[src/design/simt_pkg.sv]
`default_nettype none

package simt_pkg;

	localparam int num_warps   = 4;
	localparam int warp_bits   = 2;
	localparam int num_threads = 4;
	localparam int xlen        = 32;
	localparam int num_regs    = 16;
	localparam int reg_bits    = 4;

	localparam logic [xlen-1:0] reset_pc    = '0;
	localparam logic [xlen-1:0] instr_bytes = 4; // Fixed instruction size.

	// Instruction field positions.
	localparam int opcode_msb = 31;
	localparam int opcode_lsb = 28;
	localparam int rd_msb     = 27;
	localparam int rd_lsb     = 24;
	localparam int rs1_msb    = 23;
	localparam int rs1_lsb    = 20;
	localparam int rs2_msb    = 19;
	localparam int rs2_lsb    = 16;
	localparam int imm_msb    = 15;
	localparam int imm_lsb    = 0;

	typedef enum logic [3:0] {
		op_nop  = 4'h0,
		op_addi = 4'h1,
		op_add  = 4'h2,
		op_sub  = 4'h3,
		op_xor  = 4'h4,
		op_lid  = 4'h5,
		op_wid  = 4'h6,
		op_jal  = 4'h7,
		op_bnz  = 4'h8,
		op_tmc  = 4'h9
	} opcode_e;

	typedef logic [num_threads-1:0][xlen-1:0] lane_data_t;
	typedef logic [num_threads-1:0]           lane_mask_t;

	localparam lane_mask_t reset_mask = '1; // All lanes active.

endpackage

`default_nettype wire
[src/design/simt_if.sv]
`timescale 1ns/1ps
`default_nettype none

interface issue_if;
	logic                           valid;
	logic [simt_pkg::warp_bits-1:0] warp;
	logic [simt_pkg::xlen-1:0]      pc;
	logic [simt_pkg::xlen-1:0]      instr;
	simt_pkg::lane_mask_t           mask;

	modport source (output valid, warp, pc, instr, mask);
	modport sink   (input valid, warp, pc, instr, mask);
endinterface


interface redirect_if;
	logic                           valid;
	logic [simt_pkg::warp_bits-1:0] warp;
	logic [simt_pkg::xlen-1:0]      target;
	logic                           mask_valid;
	simt_pkg::lane_mask_t           new_mask;

	modport source (output valid, warp, target, mask_valid, new_mask);
	modport sink   (input valid, warp, target, mask_valid, new_mask);
endinterface


`default_nettype wire

[src/design/simt_fetch.sv]
`timescale 1ns/1ps
`default_nettype none

module simt_fetch (
	input  wire                         clk,
	input  wire                         reset,
	input  wire [simt_pkg::xlen-1:0]    instr,
	input  wire                         freeze,
	output logic [simt_pkg::xlen-1:0]   imem_addr,
	output logic                        idle,
	issue_if.source                     issue,
	redirect_if.sink                    redirect
);

	logic [simt_pkg::warp_bits-1:0] warp_cnt;
	logic [simt_pkg::xlen-1:0]      pc_q [simt_pkg::num_warps];
	simt_pkg::lane_mask_t           mask_q [simt_pkg::num_warps];
	logic [2:0]                     inflight; // Issue history, one bit per stage.
	logic                           all_halted;

	// The slot belongs to the warp under the counter.
	assign imem_addr   = pc_q[warp_cnt];
	assign issue.valid = !freeze && (mask_q[warp_cnt] != '0);
	assign issue.warp  = warp_cnt;
	assign issue.pc    = pc_q[warp_cnt];
	assign issue.instr = instr;
	assign issue.mask  = mask_q[warp_cnt];

	always_comb begin
		all_halted = 1'b1;
		for (int w = 0; w < simt_pkg::num_warps; w++) begin
			if (mask_q[w] != '0)
				all_halted = 1'b0;
		end
	end

	always_ff @(posedge clk or posedge reset) begin
		if (reset) begin
			warp_cnt <= '0;
			inflight <= '0;
			idle     <= 1'b0;
			for (int w = 0; w < simt_pkg::num_warps; w++) begin
				pc_q[w]   <= simt_pkg::reset_pc;
				mask_q[w] <= simt_pkg::reset_mask;
			end
		end else begin
			warp_cnt <= warp_cnt + 1'b1; // Advances on bubbles too.
			inflight <= {inflight[1:0], issue.valid};
			idle     <= all_halted && (inflight == '0);
			for (int w = 0; w < simt_pkg::num_warps; w++) begin
				// Redirect and issue never hit the same warp in one cycle.
				if (redirect.valid && (redirect.warp == simt_pkg::warp_bits'(w))) begin
					pc_q[w] <= redirect.target;
					if (redirect.mask_valid)
						mask_q[w] <= redirect.new_mask; // Zero halts the warp.
				end else if (issue.valid && (warp_cnt == simt_pkg::warp_bits'(w))) begin
					pc_q[w] <= pc_q[w] + simt_pkg::instr_bytes;
				end
			end
		end
	end

endmodule

`default_nettype wire

[src/flat_wrapper.sv]
// flat-port wrapper written by rule: the top's interface ports become plain ports
module simt_fetch_flat 
  (clk, reset, instr, freeze, imem_addr, idle, issue_valid, issue_warp, issue_pc, issue_instr, issue_mask, redirect_valid, redirect_warp, redirect_target, redirect_mask_valid, redirect_new_mask);
  issue_if issue_i ();
  redirect_if redirect_i ();
  input  wire clk;
  input  wire reset;
  input  wire [simt_pkg::xlen-1:0] instr;
  input  wire freeze;
  output logic [simt_pkg::xlen-1:0] imem_addr;
  output logic idle;
  output wire logic [$bits(issue_i.valid)-1:0] issue_valid;
  output wire logic [$bits(issue_i.warp)-1:0] issue_warp;
  output wire logic [$bits(issue_i.pc)-1:0] issue_pc;
  output wire logic [$bits(issue_i.instr)-1:0] issue_instr;
  output wire logic [$bits(issue_i.mask)-1:0] issue_mask;
  input wire logic [$bits(redirect_i.valid)-1:0] redirect_valid;
  input wire logic [$bits(redirect_i.warp)-1:0] redirect_warp;
  input wire logic [$bits(redirect_i.target)-1:0] redirect_target;
  input wire logic [$bits(redirect_i.mask_valid)-1:0] redirect_mask_valid;
  input wire logic [$bits(redirect_i.new_mask)-1:0] redirect_new_mask;
  assign issue_valid = issue_i.valid;
  assign issue_warp = issue_i.warp;
  assign issue_pc = issue_i.pc;
  assign issue_instr = issue_i.instr;
  assign issue_mask = issue_i.mask;
  assign redirect_i.valid = redirect_valid;
  assign redirect_i.warp = redirect_warp;
  assign redirect_i.target = redirect_target;
  assign redirect_i.mask_valid = redirect_mask_valid;
  assign redirect_i.new_mask = redirect_new_mask;
  simt_fetch u_core (.clk(clk), .reset(reset), .instr(instr), .freeze(freeze), .imem_addr(imem_addr), .idle(idle), .issue(issue_i), .redirect(redirect_i));
endmodule
[config.mk]
export PLATFORM = sky130hd
export DESIGN_NAME = simt_fetch_flat
export DESIGN_NICKNAME = d
export VERILOG_FILES = /design/src/design/simt_pkg.sv /design/src/design/simt_if.sv /design/src/design/simt_fetch.sv /design/src/flat_wrapper.sv
export SDC_FILE = /design/constraint.sdc
export NUM_CORES = 1
export LEC_CHECK = 0
export CORE_MARGIN = 4
export CORE_UTILIZATION = 35
export DETAILED_ROUTE_END_ITERATION = 7
export DONT_BUFFER_PORTS = 1
export GPL_TIMING_DRIVEN = 0
export SLEW_MARGIN = 20
export SYNTH_ARGS = -nofsm -noshare
export SYNTH_HDL_FRONTEND = slang
export SYNTH_SLANG_ARGS = --single-unit
[constraint.sdc]
create_clock -name clk -period 8.4 [get_ports clk]
set_input_delay 0.42 -clock clk [delete_from_list [all_inputs] [get_ports clk]]
set_output_delay 0.42 -clock clk [all_outputs]
set_load 0.02 [all_outputs]
==> run metrics <==
hold path depth=2; Design Power=2.524 mW; Worst Path Max Fanout=10; syn_nets=1098; Crit Path Category=register to output port; Synth top area share=0.3516; vias in the first global route=7656; Setup TNS Final=0 ns; Slew @ Worst Pin=0.9997 ns; Mapped Area=9538 um2; TritonCTS clock tree=yes; met3 GRT Util=0.05269; Power Density=237.1 nW/um2; RSZ-0062 raised after global routing=false; setup repair bufs after CTS=0; most common cell in the netlist=dfrtp_1; cell taking the most area after synthesis=dfrtp_1; Nets=1119; Final Wtd Congestion=0.9156; CP required=7.98 ns; WP data arrival=3.38 ns; outcome=finished clean; Root Buffer=clkbuf_16; beginning of the worst hold path=redirect_target[1]; synth top area cells=dfrtp_1, mux4_2, buf_4; mean routed wirelength per cell=23.76 um; remaining global-route overflow=0; Hold Vio Cnt, Final=0; fillers=2660; Die ar.=29960 um2; Peak VDD IR=136.8 uV; TritonCTS buffer count=17; GRT busiest layer=met2; Chip Height=173.1 um; first-pass GRT wire length=49080 um; total track usage=0.2157; FF/Latch Area=3774 um2; Die Span X=173.1 um; Worst R2R Setup Slack=4.75 ns; area of the multi-input gates=5005 um2; CP endpoint kind=output port; Area Overhead vs Synth=11.60%; Post-CTS Hold Buffers=1; final setup fails=0; DR iter-0 viols=747; CTS H-tree depth=4; Post-Syn Instances=1015; Synth cell types=48; Avg Cell Area, Syn=9.397 um2; worst hold endpoint=u_core.pc_q[33]; MaxCap Viol Count=0; Post-synth EDFFs=0; LEAKAGE=3.955 nW; Hold Path Class=input port to register; met2 GRT Util=0.3473; f_max=262.9 MHz; Tmin final=3.804 ns; CTS clock-pin slew for the worst setup and hold paths=0.06 ns; Post-synth ARST share=1.000; Rows=60; remaining antenna violation count=0; Routed WL=33020 um; Vias=8100; part of the Yosys area used for sequential elements=0.3956; final period utilization=0.4528; register bit total from synthesis=150; worst skew pair latency=0.43 ns; GR Util met1=0.2847; Initial Utilization=0.3549; top post-synthesis cells by count=dfrtp_1, nand2_1, nor2_1, nand4_1, buf_4; CTS Buffer Depth=2; DR DRC count=0; Top FF cell, synth=dfrtp_1; FF-to-FF End=u_core.pc_q[59]; final max-slew violation count=0; detailed placer's ending HPWL=25840 um; post-cts resize count=0; Core Footprint=26880 um2; Worst Reg-to-Reg Cells=9; initial antenna violation count=0; CTS Sinks=150; Startpoint Class=register; Final Skew=0.01159 ns; I/O pin count=179; Port Buf Inserts=0; Diodes inserted=0; worst rel slew slack=0.3280; YS warnings=0; via/cell ratio=5.827; reg2reg start=u_core.issue.warp[0]; router iterations before antenna repair=5; largest net degree at the start of global routing=77; layout cells sized above 1=0.1811
-- worst max path at each step --
stage                         startpoint               to  slack (ns)  depth (start not counted)
floorplan                          reset      u_core.idle        3.97                          1
global placement                   reset  u_core.pc_q[69]        1.90                          1
detailed placement  u_core.issue.warp[0]  u_core.pc_q[59]        4.77                          9
CTS                 u_core.issue.warp[0]      issue_valid        4.60                          6
global route        u_core.issue.warp[0]      issue_valid        4.46                          6
finish              u_core.issue.warp[0]      issue_valid        4.60                          6
-- registers in the layout, indices dropped and copies added (netlist names) --
| register | count |
|---|---|
| u_core.idle | 1 |
| u_core.mask_q | 16 |
| u_core.issue.warp | 2 |
| u_core.pc_q | 128 |
| u_core.inflight | 3 |
-- through the flow --
stage	cells	instance area, um2	hold slack [ns]	setup WS, ns	utilization
6_report	1390	10640	0.09080	4.596	0.3960
5_1_grt	1390	10640	0.07770	4.455	0.3960
4_1_cts	1390	10640	0.08165	4.604	0.3960
3_5_place_dp	1357	10010	0.3719	4.773	0.3725
3_3_place_gp	1356	9965	0.3609	1.902	0.3708
2_1_floorplan	1015	9538	0.3545	3.970	-
-- per-layer routing --
| metal | routed length [um] | up-vias |
|---|---|---|
| met4 | 1047 | 0 |
| met5 | 0 | - |
| li1 | - | 3665 |
| met2 | 15500 | 413 |
| met1 | 13260 | 3949 |
| met3 | 3212 | 73 |
-- cell usage in the layout (no fill, tap or decap), types with 17 or more instances in the layout --
cell type / count
a21oi_1: 61
buf_4: 65
clkbuf_1: 40
clkbuf_16: 17
dfrtp_1: 134
mux2_2: 18
mux4_2: 36
nand2_1: 109
nand3_1: 35
nand4_1: 66
nor2_1: 90
nor4_1: 35
o21ai_0: 50
xnor2_1: 50
xor2_1: 50
-- cell type report --
class                           count  area share
Inverter                           13    0.005290
Clock buffer                       20     0.04197
Clock inverter                     12     0.01657
Sequential cell                   150      0.3545
Tap cell                          341     0.04008
Timing Repair Buffer                2    0.003526
Multi-Input combinational cell    733      0.4702
Buffer                            119     0.06783
-- critical path, stage by stage (launching register included) --
cell     delay [ns]
dfrtp_1        0.57
buf_6          0.26
mux4_2         0.71
nor4_1         0.41
buf_2          0.39
buf_2          0.39
nor2_1         0.21
-- report_power, final --
| group | internal, mW | total, mW | switching [mW] |
|---|---|---|---|
| Combinational | 0.261 | 0.618 | 0.358 |
| Sequential | 0.875 | 1.08 | 0.204 |
| Clock | 0.506 | 0.826 | 0.321 |
| Total | 1.64 | 2.52 | 0.883 |
-- cell families (layout without fill, tap and decap cells) --
family | Yosys count | count (layout) | synth area share
AO/OA/AOI/OAI | 140 | 140 | 0.08304
XOR/XNOR | 100 | 100 | 0.09183
adder cells (fa/ha/maj) | 8 | 8 | 0.01049
buffers and inverters | 132 | 166 | 0.08081
flip-flops | 150 | 150 | 0.3956
multiplexers | 56 | 56 | 0.1084
AND/OR/NAND/NOR | 429 | 429 | 0.2298
No activity file was read; power rests on OpenSTA's default activity.
