**src/design/simt_pkg.sv**
```systemverilog
`default_nettype none

package simt_pkg;

	localparam int num_warps   = 4;
	localparam int warp_bits   = 2;
	localparam int num_threads = 4;
	localparam int xlen        = 32;
	localparam int num_regs    = 16;
	localparam int reg_bits    = 4;

	localparam logic [xlen-1:0] reset_pc    = '0;
	localparam logic [xlen-1:0] instr_bytes = 4; // Fixed instruction size.

	// Instruction field positions.
	localparam int opcode_msb = 31;
	localparam int opcode_lsb = 28;
	localparam int rd_msb     = 27;
	localparam int rd_lsb     = 24;
	localparam int rs1_msb    = 23;
	localparam int rs1_lsb    = 20;
	localparam int rs2_msb    = 19;
	localparam int rs2_lsb    = 16;
	localparam int imm_msb    = 15;
	localparam int imm_lsb    = 0;

	typedef enum logic [3:0] {
		op_nop  = 4'h0,
		op_addi = 4'h1,
		op_add  = 4'h2,
		op_sub  = 4'h3,
		op_xor  = 4'h4,
		op_lid  = 4'h5,
		op_wid  = 4'h6,
		op_jal  = 4'h7,
		op_bnz  = 4'h8,
		op_tmc  = 4'h9
	} opcode_e;

	typedef logic [num_threads-1:0][xlen-1:0] lane_data_t;
	typedef logic [num_threads-1:0]           lane_mask_t;

	localparam lane_mask_t reset_mask = '1; // All lanes active.

endpackage

`default_nettype wire
```
**src/design/simt_if.sv**
```systemverilog
`timescale 1ns/1ps
`default_nettype none

interface issue_if;
	logic                           valid;
	logic [simt_pkg::warp_bits-1:0] warp;
	logic [simt_pkg::xlen-1:0]      pc;
	logic [simt_pkg::xlen-1:0]      instr;
	simt_pkg::lane_mask_t           mask;

	modport source (output valid, warp, pc, instr, mask);
	modport sink   (input valid, warp, pc, instr, mask);
endinterface

interface rf_read_if;
	logic [simt_pkg::warp_bits-1:0] warp;
	logic [simt_pkg::reg_bits-1:0]  rs1;
	logic [simt_pkg::reg_bits-1:0]  rs2;
	simt_pkg::lane_data_t           rs1_data;
	simt_pkg::lane_data_t           rs2_data;

	modport source (output warp, rs1, rs2, input rs1_data, rs2_data);
	modport target (input warp, rs1, rs2, output rs1_data, rs2_data);
endinterface

interface operand_if;
	logic                           valid;
	logic [simt_pkg::warp_bits-1:0] warp;
	logic [simt_pkg::xlen-1:0]      pc;
	simt_pkg::opcode_e              op;
	logic [simt_pkg::reg_bits-1:0]  rd;
	logic [simt_pkg::xlen-1:0]      imm;
	simt_pkg::lane_data_t           rs1_data;
	simt_pkg::lane_data_t           rs2_data;
	simt_pkg::lane_mask_t           mask;

	modport source (output valid, warp, pc, op, rd, imm, rs1_data, rs2_data, mask);
	modport sink   (input valid, warp, pc, op, rd, imm, rs1_data, rs2_data, mask);
endinterface


`default_nettype wire

```
**src/design/simt_decode.sv**
```systemverilog
`timescale 1ns/1ps
`default_nettype none

module simt_decode (
	input  wire         clk,
	input  wire         reset,
	issue_if.sink       issue,
	rf_read_if.source   rf_read,
	operand_if.source   operands
);

	logic [simt_pkg::opcode_msb-simt_pkg::opcode_lsb:0] op_code;
	simt_pkg::opcode_e                                  op;
	logic [simt_pkg::xlen-1:0]                          imm;

	assign op_code = issue.instr[simt_pkg::opcode_msb:simt_pkg::opcode_lsb];
	assign imm     = {{(simt_pkg::xlen - simt_pkg::imm_msb - 1){issue.instr[simt_pkg::imm_msb]}},
		issue.instr[simt_pkg::imm_msb:simt_pkg::imm_lsb]};

	// Unknown codes fall back to nop.
	always_comb begin
		case (simt_pkg::opcode_e'(op_code))
			simt_pkg::op_addi, simt_pkg::op_add, simt_pkg::op_sub,
			simt_pkg::op_xor, simt_pkg::op_lid, simt_pkg::op_wid,
			simt_pkg::op_jal, simt_pkg::op_bnz, simt_pkg::op_tmc:
				op = simt_pkg::opcode_e'(op_code);
			default:
				op = simt_pkg::op_nop;
		endcase
	end

	assign rf_read.warp = issue.warp;
	assign rf_read.rs1  = issue.instr[simt_pkg::rs1_msb:simt_pkg::rs1_lsb];
	assign rf_read.rs2  = issue.instr[simt_pkg::rs2_msb:simt_pkg::rs2_lsb];

	always_ff @(posedge clk or posedge reset) begin
		if (reset)
			operands.valid <= 1'b0;
		else
			operands.valid <= issue.valid;
	end

	always_ff @(posedge clk) begin
		operands.warp     <= issue.warp;
		operands.pc       <= issue.pc;
		operands.op       <= op;
		operands.rd       <= issue.instr[simt_pkg::rd_msb:simt_pkg::rd_lsb];
		operands.imm      <= imm;
		operands.rs1_data <= rf_read.rs1_data; // Register file answers in the same cycle.
		operands.rs2_data <= rf_read.rs2_data;
		operands.mask     <= issue.mask;
	end

endmodule

`default_nettype wire

```
**src/flat_wrapper.sv**
```systemverilog
// flat-port wrapper written by rule: the top's interface ports become plain ports
module simt_decode_flat 
  (clk, reset, issue_valid, issue_warp, issue_pc, issue_instr, issue_mask, rf_read_warp, rf_read_rs1, rf_read_rs2, rf_read_rs1_data, rf_read_rs2_data, operands_valid, operands_warp, operands_pc, operands_op, operands_rd, operands_imm, operands_rs1_data, operands_rs2_data, operands_mask);
  issue_if issue_i ();
  rf_read_if rf_read_i ();
  operand_if operands_i ();
  input  wire clk;
  input  wire reset;
  input wire logic [$bits(issue_i.valid)-1:0] issue_valid;
  input wire logic [$bits(issue_i.warp)-1:0] issue_warp;
  input wire logic [$bits(issue_i.pc)-1:0] issue_pc;
  input wire logic [$bits(issue_i.instr)-1:0] issue_instr;
  input wire logic [$bits(issue_i.mask)-1:0] issue_mask;
  output wire logic [$bits(rf_read_i.warp)-1:0] rf_read_warp;
  output wire logic [$bits(rf_read_i.rs1)-1:0] rf_read_rs1;
  output wire logic [$bits(rf_read_i.rs2)-1:0] rf_read_rs2;
  input wire logic [$bits(rf_read_i.rs1_data)-1:0] rf_read_rs1_data;
  input wire logic [$bits(rf_read_i.rs2_data)-1:0] rf_read_rs2_data;
  output wire logic [$bits(operands_i.valid)-1:0] operands_valid;
  output wire logic [$bits(operands_i.warp)-1:0] operands_warp;
  output wire logic [$bits(operands_i.pc)-1:0] operands_pc;
  output wire logic [$bits(operands_i.op)-1:0] operands_op;
  output wire logic [$bits(operands_i.rd)-1:0] operands_rd;
  output wire logic [$bits(operands_i.imm)-1:0] operands_imm;
  output wire logic [$bits(operands_i.rs1_data)-1:0] operands_rs1_data;
  output wire logic [$bits(operands_i.rs2_data)-1:0] operands_rs2_data;
  output wire logic [$bits(operands_i.mask)-1:0] operands_mask;
  assign issue_i.valid = issue_valid;
  assign issue_i.warp = issue_warp;
  assign issue_i.pc = issue_pc;
  assign issue_i.instr = issue_instr;
  assign issue_i.mask = issue_mask;
  assign rf_read_warp = rf_read_i.warp;
  assign rf_read_rs1 = rf_read_i.rs1;
  assign rf_read_rs2 = rf_read_i.rs2;
  assign rf_read_i.rs1_data = rf_read_rs1_data;
  assign rf_read_i.rs2_data = rf_read_rs2_data;
  assign operands_valid = operands_i.valid;
  assign operands_warp = operands_i.warp;
  assign operands_pc = operands_i.pc;
  assign operands_op = operands_i.op;
  assign operands_rd = operands_i.rd;
  assign operands_imm = operands_i.imm;
  assign operands_rs1_data = operands_i.rs1_data;
  assign operands_rs2_data = operands_i.rs2_data;
  assign operands_mask = operands_i.mask;
  simt_decode u_core (.clk(clk), .reset(reset), .issue(issue_i), .rf_read(rf_read_i), .operands(operands_i));
endmodule
```
**config.mk**
```make
export PLATFORM = sky130hd
export DESIGN_NAME = simt_decode_flat
export DESIGN_NICKNAME = d
export VERILOG_FILES = /design/src/design/simt_pkg.sv /design/src/design/simt_if.sv /design/src/design/simt_decode.sv /design/src/flat_wrapper.sv
export SDC_FILE = /design/constraint.sdc
export NUM_CORES = 1
export LEC_CHECK = 0
export ABC_AREA = 1
export BUFFER_PORTS_ARGS = -buffer_cell sky130_fd_sc_hd__buf_2
export CORE_AREA = 2 2 260 262
export DETAILED_ROUTE_END_ITERATION = 10
export DIE_AREA = 0 0 262 264
export GPL_TIMING_DRIVEN = 0
export PLACE_DENSITY = 0.34
export REMOVE_ABC_BUFFERS = 1
export SYNTH_ARGS = -nofsm -noshare
export SYNTH_HDL_FRONTEND = slang
export SYNTH_SLANG_ARGS = --single-unit
export TNS_END_PERCENT = 1
```
**constraint.sdc**
```tcl
create_clock -name clk -period 1.7 [get_ports clk]
set_input_delay 0.255 -clock clk [delete_from_list [all_inputs] [get_ports clk]]
set_output_delay 0.255 -clock clk [all_outputs]
set_load 0.005 [all_outputs]
```
==> results.yml <==
synth:
  ys_top_cells_by_area: "dfxtp_1 (96%), buf_4 (2.9%), dfrtp_1 (0.38%), nor2_1 (0.28%), inv_1 (0.23%)"
  yosysSeqAreaShare: 0.9634
  synth_top_area_frac: 0.9596
  postSynthAreaPerCell_sq_um: 18.63
  ys_warn_count: 0
  yosys.cell_types.count: 7
  yosysTopAreaCell: "dfxtp_1"
  ys_ff_latch: 319
  netlist_instances: 356
  syn_area_sq_um: 6634
power_and_ir_drop:
  p_sw_frac: 0.2115
  power_switching_mw: 3.814
  powerDensity_nw_per_um2: 1172
  pwr-share-seq: 0.443
  power_leakage_nw: 7.304
  p_clk_frac: 0.475
  comb_power_share: 0.082
  peakVddDrop_v: 0.0008794
  power.internal_mw: 14.22
detailed_routing:
  wl_um: 27590
  ant_nets: 0
  top_layer: "met5"
  met3_length_um: 2990
  dr.pass1.iters: 4
  drtIter0Drc: 108
  vias_per_cell: 2.822
  vias: 6358
  drt-met1-wl_um: 9108
  wl_per_cell_um: 12.24
  drc: 0
  wl_met2_um: 14340
place:
  numPlacedInstances: 1860
  dp_slack_ns: 0.7256
  port_buffers: 657
  globalplace.congestion: 0.7427
  hpwl_um: 19930
  dpl_cell_area_sq_um: 10820
worst_setup_path:
  worst-path-stages: 1
  end_kind: "primary output"
  cp.required_ns: 1.44
  slowest_stage: "dfxtp_1"
  worstPathCellList: "buf_2"
  startpoint: "u_core.operands.mask[3]$_DFF_P_"
  critical_path.max_fanout: 1
  cp_top_family: "flip-flops"
  critPathKind: "reg -> out"
  crit_path_end: "operands_mask[3]"
  arrival_ns: 1.14
  worst-path-buf-inv: 1
  cpPeakStageDelay_ns: 0.42
  critPathLaunchType: "register"
cells_and_area:
  area.growth.synth_to_final_pct: 131.9
  layout.cells.non_filler: 2253
  final_cell_mix: "buf_2 (657), dlygate4sd3_1 (321), dfxtp_1 (317), clkbuf_16 (41), clkbuf_1 (9)"
  design_area_sq_um: 15380
  drive_gt1_frac: 0.5232
  layout_commonest_cell: "buf_2"
  finalNetCount: 1677
  utilization: 0.2311
job:
  maxCapViolations: 0
global_routing:
  antenna_found_initial: 7
  grt_max_degree: 18
  track_usage: 0.07467
  grt_first_pass_wirelength_um: 38740
  grt_pass1_vias: 7033
  overflow: 0
timing:
  fin_crit_sh: 0.8183
  rsz0062_at_grt: "false"
  fin_ws_ns: 0.3089
  tightest_slew_ns: 0.1984
  tns_ns: 0
  hold_viol: 0
  setup_viol: 0
  slew_headroom: 0.8676
  post-route-min-period_ns: 1.391
  max_freq_mhz: 718.8
  drv_slew: 0
clocking:
  htree_num_levels: 2
  clockBufferDepth: 3
  clk_pin_slew_ns: 0.06
  tritoncts: "built"
  post_cts_buffers: 0
  cts-buffers-inserted: 38
  cts.sink_count: 319
  cts-root-buf: "clkbuf_16"
floorplanning:
  fp-row-count: 95
  io_pins: 674
  core_area_sq_um: 66560
  initial_core_util: 0.09966
  dieWidth_um: 262
  dieArea_sq_um: 69170
  die_h_um: 264
hold_path:
  hp-class: "in -> async"
outcome:
  status: "complete, no violations"
==> worst min path at each step <==
stage	from	to	slack (ns)
floorplan	reset	u_core.operands.valid$_DFF_PP0_	-0.02
global route	reset	u_core.operands.valid$_DFF_PP0_	0.08
finish	reset	u_core.operands.valid$_DFF_PP0_	0.13
global placement	reset	u_core.operands.valid$_DFF_PP0_	0.09
detailed placement	reset	u_core.operands.valid$_DFF_PP0_	0.09
CTS	reset	u_core.operands.valid$_DFF_PP0_	0.04
==> cells in the mapped netlist, drive strengths merged <==
library cell  count
inv               5
nor3              1
buf              26
dfxtp           318
dfrtp             1
nor2              5
==> state kept, by name, indices dropped and copies added (netlist names) <==
register                  flops
u_core.operands.imm          16
u_core.operands.mask          4
u_core.operands.op            4
u_core.operands.pc           32
u_core.operands.rd            4
u_core.operands.rs1_data    128
u_core.operands.rs2_data    128
u_core.operands.valid         1
u_core.operands.warp          2
==> kinds of logic (layout without fill, tap and decap cells) <==
kind of cell / count (synthesis) / count (layout) / synth area share
and+or+nand+nor: 6 / 6 / 0.004338
DFF: 319 / 319 / 0.9634
other: 0 / 2 / 0
buffers and inverters: 31 / 1053 / 0.03225
==> timing repair <==
action	4_1_cts	5_1_grt
hold buffers	321	0
setup endpoints to repair	0	9
gates resized for setup	0	1
endpoints found under the hold margin	320	0
==> stage by stage <==
| stage | hold WS, ns | total power, mW |
|---|---|---|
| global route | 0.07945 | 18.91 |
| CTS | 0.04164 | 18.45 |
| floorplan | -0.01629 | 8.220 |
| finish | 0.1308 | 18.04 |
| global placement | 0.09162 | 9.068 |
| detailed placement | 0.08903 | 9.060 |
==> area by class of cell <==
cell class	count	area [sq um]
clock buffer	57	1156
inverter	5	18.77
timing repair buffer	978	6501
multi-input combinational	6	28.78
antenna	2	5.005
clock inverter	13	187.7
tap	873	1092
fill	7087	51180
sequential	319	6392
==> power groups by stage <==
stage	combinational, mW	clock (mW)	sequential [mW]
6_report	1.48	8.56	7.99
2_1_floorplan	0.00618	0	8.21
4_1_cts	1.50	8.95	7.99
3_3_place_gp	0.914	0	8.15
5_1_grt	1.62	9.26	8.03
3_5_place_dp	0.907	0	8.15
==> routing by layer <==
| layer | GRT usage | up-vias |
|---|---|---|
| met5 | 0 | - |
| met4 | 0.03970 | 4 |
| met3 | 0.03070 | 57 |
| met2 | 0.1411 | 384 |
| met1 | 0.06640 | 2845 |
| li1 | - | 3068 |
No activity file was read; power rests on OpenSTA's default activity.
