**config.mk**
```make
export PLATFORM = sky130hd
export DESIGN_NAME = simt_execute_flat
export DESIGN_NICKNAME = d
export VERILOG_FILES = /design/src/design/simt_pkg.sv /design/src/design/simt_if.sv /design/src/design/simt_execute.sv /design/src/flat_wrapper.sv
export SDC_FILE = /design/constraint.sdc
export NUM_CORES = 1
export LEC_CHECK = 0
export ABC_AREA = 1
export BUFFER_PORTS_ARGS = -buffer_cell sky130_fd_sc_hd__buf_2
export CORE_UTILIZATION = 25
export CTS_CLUSTER_DIAMETER = 30
export CTS_CLUSTER_SIZE = 8
export DETAILED_ROUTE_END_ITERATION = 8
export HOLD_SLACK_MARGIN = 0.03
export PLACE_DENSITY_LB_ADDON = 0.12
export REMOVE_ABC_BUFFERS = 1
export SLEW_MARGIN = 20
export SYNTH_ARGS = -nofsm -noshare
export SYNTH_HDL_FRONTEND = slang
export SYNTH_SLANG_ARGS = --single-unit
```
**constraint.sdc**
```tcl
create_clock -name clk -period 0.8 [get_ports clk]
set_input_delay 0.04 -clock clk [delete_from_list [all_inputs] [get_ports clk]]
set_output_delay 0.04 -clock clk [all_outputs]
set_load 0.01 [all_outputs]
```
**src/design/simt_pkg.sv**
```systemverilog
`default_nettype none

package simt_pkg;

	localparam int num_warps   = 4;
	localparam int warp_bits   = 2;
	localparam int num_threads = 4;
	localparam int xlen        = 32;
	localparam int num_regs    = 16;
	localparam int reg_bits    = 4;

	localparam logic [xlen-1:0] reset_pc    = '0;
	localparam logic [xlen-1:0] instr_bytes = 4; // Fixed instruction size.

	// Instruction field positions.
	localparam int opcode_msb = 31;
	localparam int opcode_lsb = 28;
	localparam int rd_msb     = 27;
	localparam int rd_lsb     = 24;
	localparam int rs1_msb    = 23;
	localparam int rs1_lsb    = 20;
	localparam int rs2_msb    = 19;
	localparam int rs2_lsb    = 16;
	localparam int imm_msb    = 15;
	localparam int imm_lsb    = 0;

	typedef enum logic [3:0] {
		op_nop  = 4'h0,
		op_addi = 4'h1,
		op_add  = 4'h2,
		op_sub  = 4'h3,
		op_xor  = 4'h4,
		op_lid  = 4'h5,
		op_wid  = 4'h6,
		op_jal  = 4'h7,
		op_bnz  = 4'h8,
		op_tmc  = 4'h9
	} opcode_e;

	typedef logic [num_threads-1:0][xlen-1:0] lane_data_t;
	typedef logic [num_threads-1:0]           lane_mask_t;

	localparam lane_mask_t reset_mask = '1; // All lanes active.

endpackage

`default_nettype wire
```
**src/design/simt_if.sv**
```systemverilog
`timescale 1ns/1ps
`default_nettype none


interface operand_if;
	logic                           valid;
	logic [simt_pkg::warp_bits-1:0] warp;
	logic [simt_pkg::xlen-1:0]      pc;
	simt_pkg::opcode_e              op;
	logic [simt_pkg::reg_bits-1:0]  rd;
	logic [simt_pkg::xlen-1:0]      imm;
	simt_pkg::lane_data_t           rs1_data;
	simt_pkg::lane_data_t           rs2_data;
	simt_pkg::lane_mask_t           mask;

	modport source (output valid, warp, pc, op, rd, imm, rs1_data, rs2_data, mask);
	modport sink   (input valid, warp, pc, op, rd, imm, rs1_data, rs2_data, mask);
endinterface

interface redirect_if;
	logic                           valid;
	logic [simt_pkg::warp_bits-1:0] warp;
	logic [simt_pkg::xlen-1:0]      target;
	logic                           mask_valid;
	simt_pkg::lane_mask_t           new_mask;

	modport source (output valid, warp, target, mask_valid, new_mask);
	modport sink   (input valid, warp, target, mask_valid, new_mask);
endinterface

interface exec_if;
	logic                           valid;
	logic [simt_pkg::warp_bits-1:0] warp;
	logic [simt_pkg::reg_bits-1:0]  rd;
	simt_pkg::lane_mask_t           mask;
	simt_pkg::lane_data_t           data;

	modport source (output valid, warp, rd, mask, data);
	modport sink   (input valid, warp, rd, mask, data);
endinterface

`default_nettype wire

```
**src/design/simt_execute.sv**
```systemverilog
`timescale 1ns/1ps
`default_nettype none

module simt_execute (
	input  wire          clk,
	input  wire          reset,
	operand_if.sink      operands,
	redirect_if.source   redirect,
	exec_if.source       exec
);

	simt_pkg::lane_data_t      result;
	logic [simt_pkg::xlen-1:0] lead_rs1;
	logic [simt_pkg::xlen-1:0] link;
	logic [simt_pkg::xlen-1:0] target;
	logic                      taken;
	logic                      writes;

	// Lowest active lane decides branches and mask changes.
	always_comb begin
		lead_rs1 = '0;
		for (int l = simt_pkg::num_threads - 1; l >= 0; l--) begin
			if (operands.mask[l])
				lead_rs1 = operands.rs1_data[l];
		end
	end

	assign link   = operands.pc + simt_pkg::instr_bytes;
	assign taken  = (operands.op == simt_pkg::op_jal) ||
		((operands.op == simt_pkg::op_bnz) && (lead_rs1 != '0));
	assign target = taken ? operands.pc + operands.imm : link;

	always_comb begin
		for (int l = 0; l < simt_pkg::num_threads; l++) begin
			case (operands.op)
				simt_pkg::op_addi: result[l] = operands.rs1_data[l] + operands.imm;
				simt_pkg::op_add:  result[l] = operands.rs1_data[l] + operands.rs2_data[l];
				simt_pkg::op_sub:  result[l] = operands.rs1_data[l] - operands.rs2_data[l];
				simt_pkg::op_xor:  result[l] = operands.rs1_data[l] ^ operands.rs2_data[l];
				simt_pkg::op_lid:  result[l] = simt_pkg::xlen'(l);
				simt_pkg::op_wid:  result[l] = simt_pkg::xlen'(operands.warp);
				simt_pkg::op_jal:  result[l] = link;
				default:           result[l] = '0;
			endcase
		end
	end

	always_comb begin
		case (operands.op)
			simt_pkg::op_addi, simt_pkg::op_add, simt_pkg::op_sub, simt_pkg::op_xor,
			simt_pkg::op_lid, simt_pkg::op_wid, simt_pkg::op_jal:
				writes = 1'b1;
			default:
				writes = 1'b0;
		endcase
	end

	always_ff @(posedge clk or posedge reset) begin
		if (reset) begin
			redirect.valid      <= 1'b0;
			redirect.mask_valid <= 1'b0;
			exec.valid          <= 1'b0;
		end else begin
			redirect.valid      <= operands.valid; // Every instruction sets the next PC.
			redirect.mask_valid <= operands.valid && (operands.op == simt_pkg::op_tmc);
			exec.valid          <= operands.valid && writes;
		end
	end

	always_ff @(posedge clk) begin
		redirect.warp     <= operands.warp;
		redirect.target   <= target;
		redirect.new_mask <= lead_rs1[simt_pkg::num_threads-1:0];
		exec.warp         <= operands.warp;
		exec.rd           <= operands.rd;
		exec.mask         <= operands.mask;
		exec.data         <= result;
	end

endmodule

`default_nettype wire

```
**src/flat_wrapper.sv**
```systemverilog
// flat-port wrapper written by rule: the top's interface ports become plain ports
module simt_execute_flat 
  (clk, reset, operands_valid, operands_warp, operands_pc, operands_op, operands_rd, operands_imm, operands_rs1_data, operands_rs2_data, operands_mask, redirect_valid, redirect_warp, redirect_target, redirect_mask_valid, redirect_new_mask, exec_valid, exec_warp, exec_rd, exec_mask, exec_data);
  operand_if operands_i ();
  redirect_if redirect_i ();
  exec_if exec_i ();
  input  wire clk;
  input  wire reset;
  input wire logic [$bits(operands_i.valid)-1:0] operands_valid;
  input wire logic [$bits(operands_i.warp)-1:0] operands_warp;
  input wire logic [$bits(operands_i.pc)-1:0] operands_pc;
  input wire logic [$bits(operands_i.op)-1:0] operands_op;
  input wire logic [$bits(operands_i.rd)-1:0] operands_rd;
  input wire logic [$bits(operands_i.imm)-1:0] operands_imm;
  input wire logic [$bits(operands_i.rs1_data)-1:0] operands_rs1_data;
  input wire logic [$bits(operands_i.rs2_data)-1:0] operands_rs2_data;
  input wire logic [$bits(operands_i.mask)-1:0] operands_mask;
  output wire logic [$bits(redirect_i.valid)-1:0] redirect_valid;
  output wire logic [$bits(redirect_i.warp)-1:0] redirect_warp;
  output wire logic [$bits(redirect_i.target)-1:0] redirect_target;
  output wire logic [$bits(redirect_i.mask_valid)-1:0] redirect_mask_valid;
  output wire logic [$bits(redirect_i.new_mask)-1:0] redirect_new_mask;
  output wire logic [$bits(exec_i.valid)-1:0] exec_valid;
  output wire logic [$bits(exec_i.warp)-1:0] exec_warp;
  output wire logic [$bits(exec_i.rd)-1:0] exec_rd;
  output wire logic [$bits(exec_i.mask)-1:0] exec_mask;
  output wire logic [$bits(exec_i.data)-1:0] exec_data;
  assign operands_i.valid = operands_valid;
  assign operands_i.warp = operands_warp;
  assign operands_i.pc = operands_pc;
  assign operands_i.op = operands_op;
  assign operands_i.rd = operands_rd;
  assign operands_i.imm = operands_imm;
  assign operands_i.rs1_data = operands_rs1_data;
  assign operands_i.rs2_data = operands_rs2_data;
  assign operands_i.mask = operands_mask;
  assign redirect_valid = redirect_i.valid;
  assign redirect_warp = redirect_i.warp;
  assign redirect_target = redirect_i.target;
  assign redirect_mask_valid = redirect_i.mask_valid;
  assign redirect_new_mask = redirect_i.new_mask;
  assign exec_valid = exec_i.valid;
  assign exec_warp = exec_i.warp;
  assign exec_rd = exec_i.rd;
  assign exec_mask = exec_i.mask;
  assign exec_data = exec_i.data;
  simt_execute u_core (.clk(clk), .reset(reset), .operands(operands_i), .redirect(redirect_i), .exec(exec_i));
endmodule
```
==> results of run 1 <==
cell usage in the layout, fill, tap and decap left out, drive strengths merged, types with 3 or more instances in the layout:
| cell type | n |
|---|---|
| ha | 161 |
| xnor2 | 64 |
| and2 | 3 |
| o31ai | 17 |
| fa | 5 |
| o2111ai | 10 |
| o21ai | 341 |
| nor2 | 505 |
| nor4 | 14 |
| o21a | 11 |
| a21boi | 8 |
| bufbuf | 3 |
| xor2 | 90 |
| inv | 469 |
| dlygate4sd3 | 187 |
| nand3 | 336 |
| dfxtp | 174 |
| or2 | 51 |
| o311ai | 41 |
| o221ai | 6 |
| diode | 8 |
| nand4 | 45 |
| dfrtp | 3 |
| buf | 1993 |
| a21oi | 288 |
| clkbuf | 18 |
| o21bai | 16 |
| and3 | 3 |
| nand3b | 27 |
| nor3 | 84 |
| a21o | 27 |
| nand2 | 1063 |
| a31oi | 15 |
| clkinv | 7 |
| o211ai | 60 |
worst max-delay path: cells and delay by family:
| kind | cells | cell delay (ns) |
|---|---|---|
| fa+ha+maj | 2 | 0.36 |
| simple gates | 14 | 1.38 |
| compound gates | 3 | 0.48 |
| buf+inv | 8 | 0.84 |
registers in the layout (all words and copies together), names as in the netlist:
name / cells
u_core.exec.data: 128
u_core.redirect.target: 32
u_core.exec.rd: 4
u_core.redirect.mask_valid: 1
u_core.exec.valid: 1
u_core.exec.warp: 2
u_core.redirect.valid: 1
u_core.exec.mask: 4
u_core.redirect.new_mask: 4
report_power, final:
part | switching, uW | internal [uW]
registers | 334 | 9680
logic | 16800 | 15200
clock network | 5160 | 4440
through the flow:
step,util (%),worst slack (ns),instances,hold slack [ns],area (um^2)
after floorplan,-,-3.21,3942,-0.206,22600
after global placement,41.5,-2.95,6977,-0.0927,37600
after detailed placement,41.5,-2.92,6977,-0.0939,37600
after CTS,48.1,-1.84,7265,-0.0342,43500
after global routing,50.9,-2.06,7337,0.0264,46100
final,50.9,-1.88,7342,-0.00865,46100
logic make-up (layout without fill, tap and decap cells):
| family | Yosys count | in the layout | share of synthesized area [%] |
|---|---|---|---|
| AND/OR/NAND/NOR | 2135 | 2135 | 39.3 |
| AO/OA/AOI/OAI | 847 | 847 | 21.1 |
| buffers and inverters | 541 | 2679 | 9.01 |
| flip-flops | 177 | 177 | 15.5 |
| adder cells (fa/ha/maj) | 166 | 166 | 9.21 |
| XOR/XNOR | 154 | 154 | 5.87 |
| other | 0 | 8 | 0 |
routing by layer:
metal	GRT usage [%]	part of all wire (%)
met5	0	0.090
met1	43.5	43
met2	53.9	45
met4	13.2	3.9
met3	7.98	8.2
path summary, 6_finish.rpt:
| kind | slack [ns] | end | startpoint | cells after the start |
|---|---|---|---|---|
| max | -1.88 | u_core.exec.data[23] | operands_imm[0] | 27 |
| min | -0.009 | u_core.exec.data[71] | operands_rs2_data[71] | 5 |
| max in group asynchronous | 0.25 | u_core.exec.valid | reset | 4 |
| min in group asynchronous | 0.43 | u_core.redirect.valid | reset | 4 |
final cells by class:
type                    count  area (um^2)  share of cell area [%]
flip-flops and latches    177         3560                    7.72
well taps                1176         1470                    3.19
inverters                 463         1790                    3.89
repair buffers           2184        16900                    36.7
diodes                      8         20.0                  0.0434
multi-input cells        3302        21700                    47.2
clock buffers              17          425                   0.923
clock inverters            15          163                   0.353
repair_timing:
item / in CTS / in global routing
endpoints found under the hold margin: 113 / 3
hold buffers: 186 / 1
setup buffers: 69 / 69
pin swaps: 221 / 218
resized for setup: 773 / 503
setup endpoints to repair: 340 / 343
cloned: 2 / 1
==> flow_metrics.py, run 1 <==
metrics = {
    "floorplan": {
        "die_x_um": 305,
        "row_count": 110,
        "start_util_pct": 25.4,
        "fp.dieH_um": 305,
        "die-area_um2": 93100,
        "coreArea_um2": 90600,
        "io_pins": 516,
    },
    "sta": {
        "max_freq_ghz": 0.373,
        "rsz0062_at_grt": "true",
        "setup_slack_ns": -1.88,
        "min_period_over_period_pct": 335,
        "setup_viol": 342,
        "drv_slew": 0,
        "fin_hold_ws_ns": -0.00865,
        "hold_violations": 1,
        "fin_setup_tns_ns": -275.22,
        "min_period_ns": 2.68,
        "worst_slew_pin_slew_ns": 0.780,
        "relSlewSlack_pct": 47.3,
    },
    "route": {
        "firstDrtPassIters": 6,
        "viasPerCell": 4.94,
        "drcViolationCount": 0,
        "drt.antenna.violating_nets": 0,
        "wl_mm": 163,
        "routed-via-count": 36300,
        "drtIter0Drc": 2988,
        "avgRoutedWirePerCell_um": 22.2,
    },
    "synth": {
        "synth_edf_count": 0,
        "ys_ff_latch": 177,
        "netlist_area_um2": 23000,
        "ys_top_cells_by_area": "nand2_1 17%, dfxtp_1 15%, ha_1 8.8%",
        "dominantRegCellSynth": "dfxtp_1",
        "syn_inst": 4020,
        "synth.avg_cell_area_um2": 5.71,
        "synth_area_leader_cell": "nand2_1",
        "synthArstFlopShare_pct": 1.69,
        "yosys.cell_types.count": 55,
        "yosys_warnings": 0,
        "synth_top_cell_area_share_pct": 17.3,
        "synth_most_common_cell": "nand2_1",
        "seq_area_frac_synth_pct": 15.5,
        "synthTopCellsByCount": "1057 x nand2_1, 490 x nor2_1, 457 x inv_1",
    },
    "global_route": {
        "grt_pass1_vias": 34600,
        "overflow": 0,
        "grt_max_degree": 33,
        "track_usage_pct": 33.8,
        "grt_pass1_wl_mm": 229,
        "antenna_found_initial": 44,
    },
    "cells_and_area": {
        "nets": 6648,
        "syn_to_final_growth_pct": 101,
        "fillers": 9385,
        "drive_gt1_share_pct": 47.0,
    },
    "cts": {
        "cts_tree": "done",
        "clk_pin_slew_ns": 0.08,
        "clock_path_buffers": 2,
        "cts_htree_levels": 4,
        "root_buffer": "clkbuf_16",
        "cts_inserted_buffers": 17,
        "cts_sinks": 177,
    },
    "power": {
        "p_total_uw": 51700,
        "p_per_area_nw_per_um2": 1120,
        "leakage_uw": 0.0225,
        "ir_drop_v": 0.00215,
    },
    "place": {
        "place_hpwl_mm": 133,
        "place_congestion": 0.983,
        "numPortBuffers": 515,
    },
    "setup_path": {
        "max_stage_delay_ns": 0.28,
        "critical_path_class": "in -> reg",
        "start_kind": "primary input",
        "worstPathArrival_ns": 3.11,
        "cp_max_fo": 4,
        "cp_common_cell": "nand2_2",
        "critPathRequiredTime_ns": 1.23,
        "slowest_stage": "or2_2",
        "worst_setup_path_end_kind": "flop",
    },
    "outcome": {
        "status": "complete, but fails checks",
        "violations": "negative hold slack, negative setup slack",
    },
    "flow_run": {
        "drv_cap": 0,
    },
    "min_path": {
        "hp-class": "in -> reg",
    },
}
Note: power is estimated with default switching activity, not from simulation.
==> run 2: changes to the inputs <==
Settings changed: CTS_BUF_LIST set to sky130_fd_sc_hd__clkbuf_8.
==> run 2 against run 1 <==
The flow still finishes with violations (negative hold slack, negative setup slack). Final cell count rose by 2.2%. Maximum frequency increased by 3.5%. Largest power group unchanged. Count of clock-buffer cells in the layout is the same. Routed wire length is 2.9% higher. Worst hold slack got worse by 0.13 ns. Total power grew 2.6%. Combinational power rose by 11%.
==> flow_metrics.py, run 2 (synthesis results as in run 1) <==
metrics = {
    "floorplan": {
        "row_count": 110,
        "io_pins": 516,
        "start_util_pct": 25.4,
        "die-area_um2": 93100,
        "coreArea_um2": 90600,
        "die_x_um": 305,
        "fp.dieH_um": 305,
    },
    "route": {
        "wl_mm": 168,
        "viasPerCell": 4.99,
        "routed-via-count": 37400,
        "drtIter0Drc": 3002,
        "drt.antenna.violating_nets": 0,
        "avgRoutedWirePerCell_um": 22.4,
        "drcViolationCount": 0,
        "firstDrtPassIters": 6,
    },
    "min_path": {
        "min_from": "operands_rs2_data[46]",
        "hp-class": "in -> reg",
        "hold-path-endpoint": "u_core.exec.data[46]",
        "hold_path_depth": 5,
    },
    "power": {
        "p_per_area_nw_per_um2": 1080,
        "ir_drop_v": 0.00167,
        "leakage_uw": 0.0236,
    },
    "sta": {
        "min_period_over_period_pct": 324,
        "setup_viol": 344,
        "fin_setup_tns_ns": -272.85,
        "worst_slew_pin_slew_ns": 0.691,
        "drv_slew": 0,
        "min_period_ns": 2.59,
        "setup_slack_ns": -1.79,
        "relSlewSlack_pct": 53.7,
        "hold_violations": 3,
        "max_freq_ghz": 0.386,
        "fin_hold_ws_ns": -0.139,
        "rsz0062_at_grt": "true",
    },
    "cells_and_area": {
        "final_cell_mix": "1341 x buf_4, 839 x nand2_1, 503 x buf_2",
        "largest_reg_flops": 128,
        "fillers": 8977,
        "nets": 6799,
        "fin_area_um2": 49400,
        "top_register": "u_core.exec.data",
        "multi_input_area_um2": 23600,
        "final_common_cell": "buf_4",
        "seq_area_um2": 3560,
        "reg.largest.list": "u_core.exec.data x128, u_core.redirect.target x32",
        "drive_gt1_share_pct": 50.9,
        "syn_to_final_growth_pct": 115,
    },
    "cts": {
        "clock_path_buffers": 2,
        "root_buffer": "clkbuf_8",
        "clk_pin_slew_ns": 0.11,
        "cts_inserted_buffers": 17,
        "cts_htree_levels": 4,
        "cts_tree": "done",
        "cts_sinks": 177,
    },
    "setup_path": {
        "start_kind": "primary input",
        "slowest_stage": "ha_4",
        "cp_max_fo": 4,
        "critical_path_class": "in -> reg",
        "worstPathArrival_ns": 3.14,
        "worst_setup_path_end_kind": "flop",
        "max_stage_delay_ns": 0.27,
        "critPathRequiredTime_ns": 1.35,
    },
    "global_route": {
        "overflow": 0,
        "antenna_found_initial": 46,
        "grt_pass1_vias": 36200,
        "track_usage_pct": 34.8,
        "grt_max_degree": 33,
        "grt_pass1_wl_mm": 236,
    },
    "flow_run": {
        "drv_cap": 0,
    },
    "outcome": {
        "status": "complete, but fails checks",
        "violations": "negative hold slack, negative setup slack",
    },
    "place": {
        "dpl-instance-area_um2": 37600,
        "numPortBuffers": 515,
        "place_hpwl_mm": 133,
        "place_congestion": 0.983,
    },
}
-- run 2: routing by layer --
metal | wire [um] | track usage [%] | vias up
met5 | 191 | 0 | -
met4 | 7780 | 15.4 | 32
met3 | 15500 | 8.73 | 322
met2 | 75000 | 55.4 | 1576
met1 | 69200 | 44.0 | 17400
li1 | - | - | 18100
-- run 2: area by class of cell --
class	count	share of cell area [%]
timing repair buffer	2335	37.5
clock inverter	15	0.330
inverter	463	3.65
tap	1176	2.98
sequential	177	7.21
clock buffer	17	0.474
multi-input combinational	3302	47.7
antenna	17	0.0862
-- run 2: how the worst max path moves through the flow --
| stage | from | to | slack [ns] | depth (start not counted) |
|---|---|---|---|---|
| after floorplan | operands_op[2] | u_core.exec.data[34] | -3.21 | 5 |
| after global placement | operands_imm[0] | u_core.exec.data[113] | -2.95 | 23 |
| after detailed placement | operands_imm[0] | u_core.exec.data[51] | -2.92 | 26 |
| after CTS | operands_imm[1] | u_core.exec.data[63] | -1.69 | 32 |
| after global routing | operands_imm[1] | u_core.exec.data[63] | -1.97 | 32 |
| final | operands_imm[1] | u_core.exec.data[31] | -1.79 | 30 |
-- run 2: stage by stage --
step	worst slack (ns)	total power, uW	cells	util, %
finish	-1.79	53100	7502	54.5
global route	-1.97	55700	7494	54.5
CTS	-1.69	50500	7438	52.3
detailed placement	-2.92	35100	6977	41.5
global placement	-2.95	35200	6977	41.5
floorplan	-3.21	20200	3942	-
-- run 2: power breakdown --
part | internal [uW] | switching [uW]
clock network | 2610 | 4900
registers | 9680 | 338
logic | 17000 | 18500
-- run 2: what timing repair did --
item | 4_1_cts | 5_1_grt
hold buffers | 274 | 1
endpoints found under the hold margin | 161 | 8
setup buffers | 162 | 47
gates resized for setup | 1415 | 376
cloned | 3 | 0
pin swaps | 424 | 235
endpoints found under the setup margin | 340 | 344
-- run 2: critical path, delay by kind of cell --
family                   cells  cell delay (ns)
AO/OA/AOI/OAI                4             0.43
adder cells (fa/ha/maj)      2             0.40
buffers and inverters       10             0.99
AND/OR/NAND/NOR             14             1.28
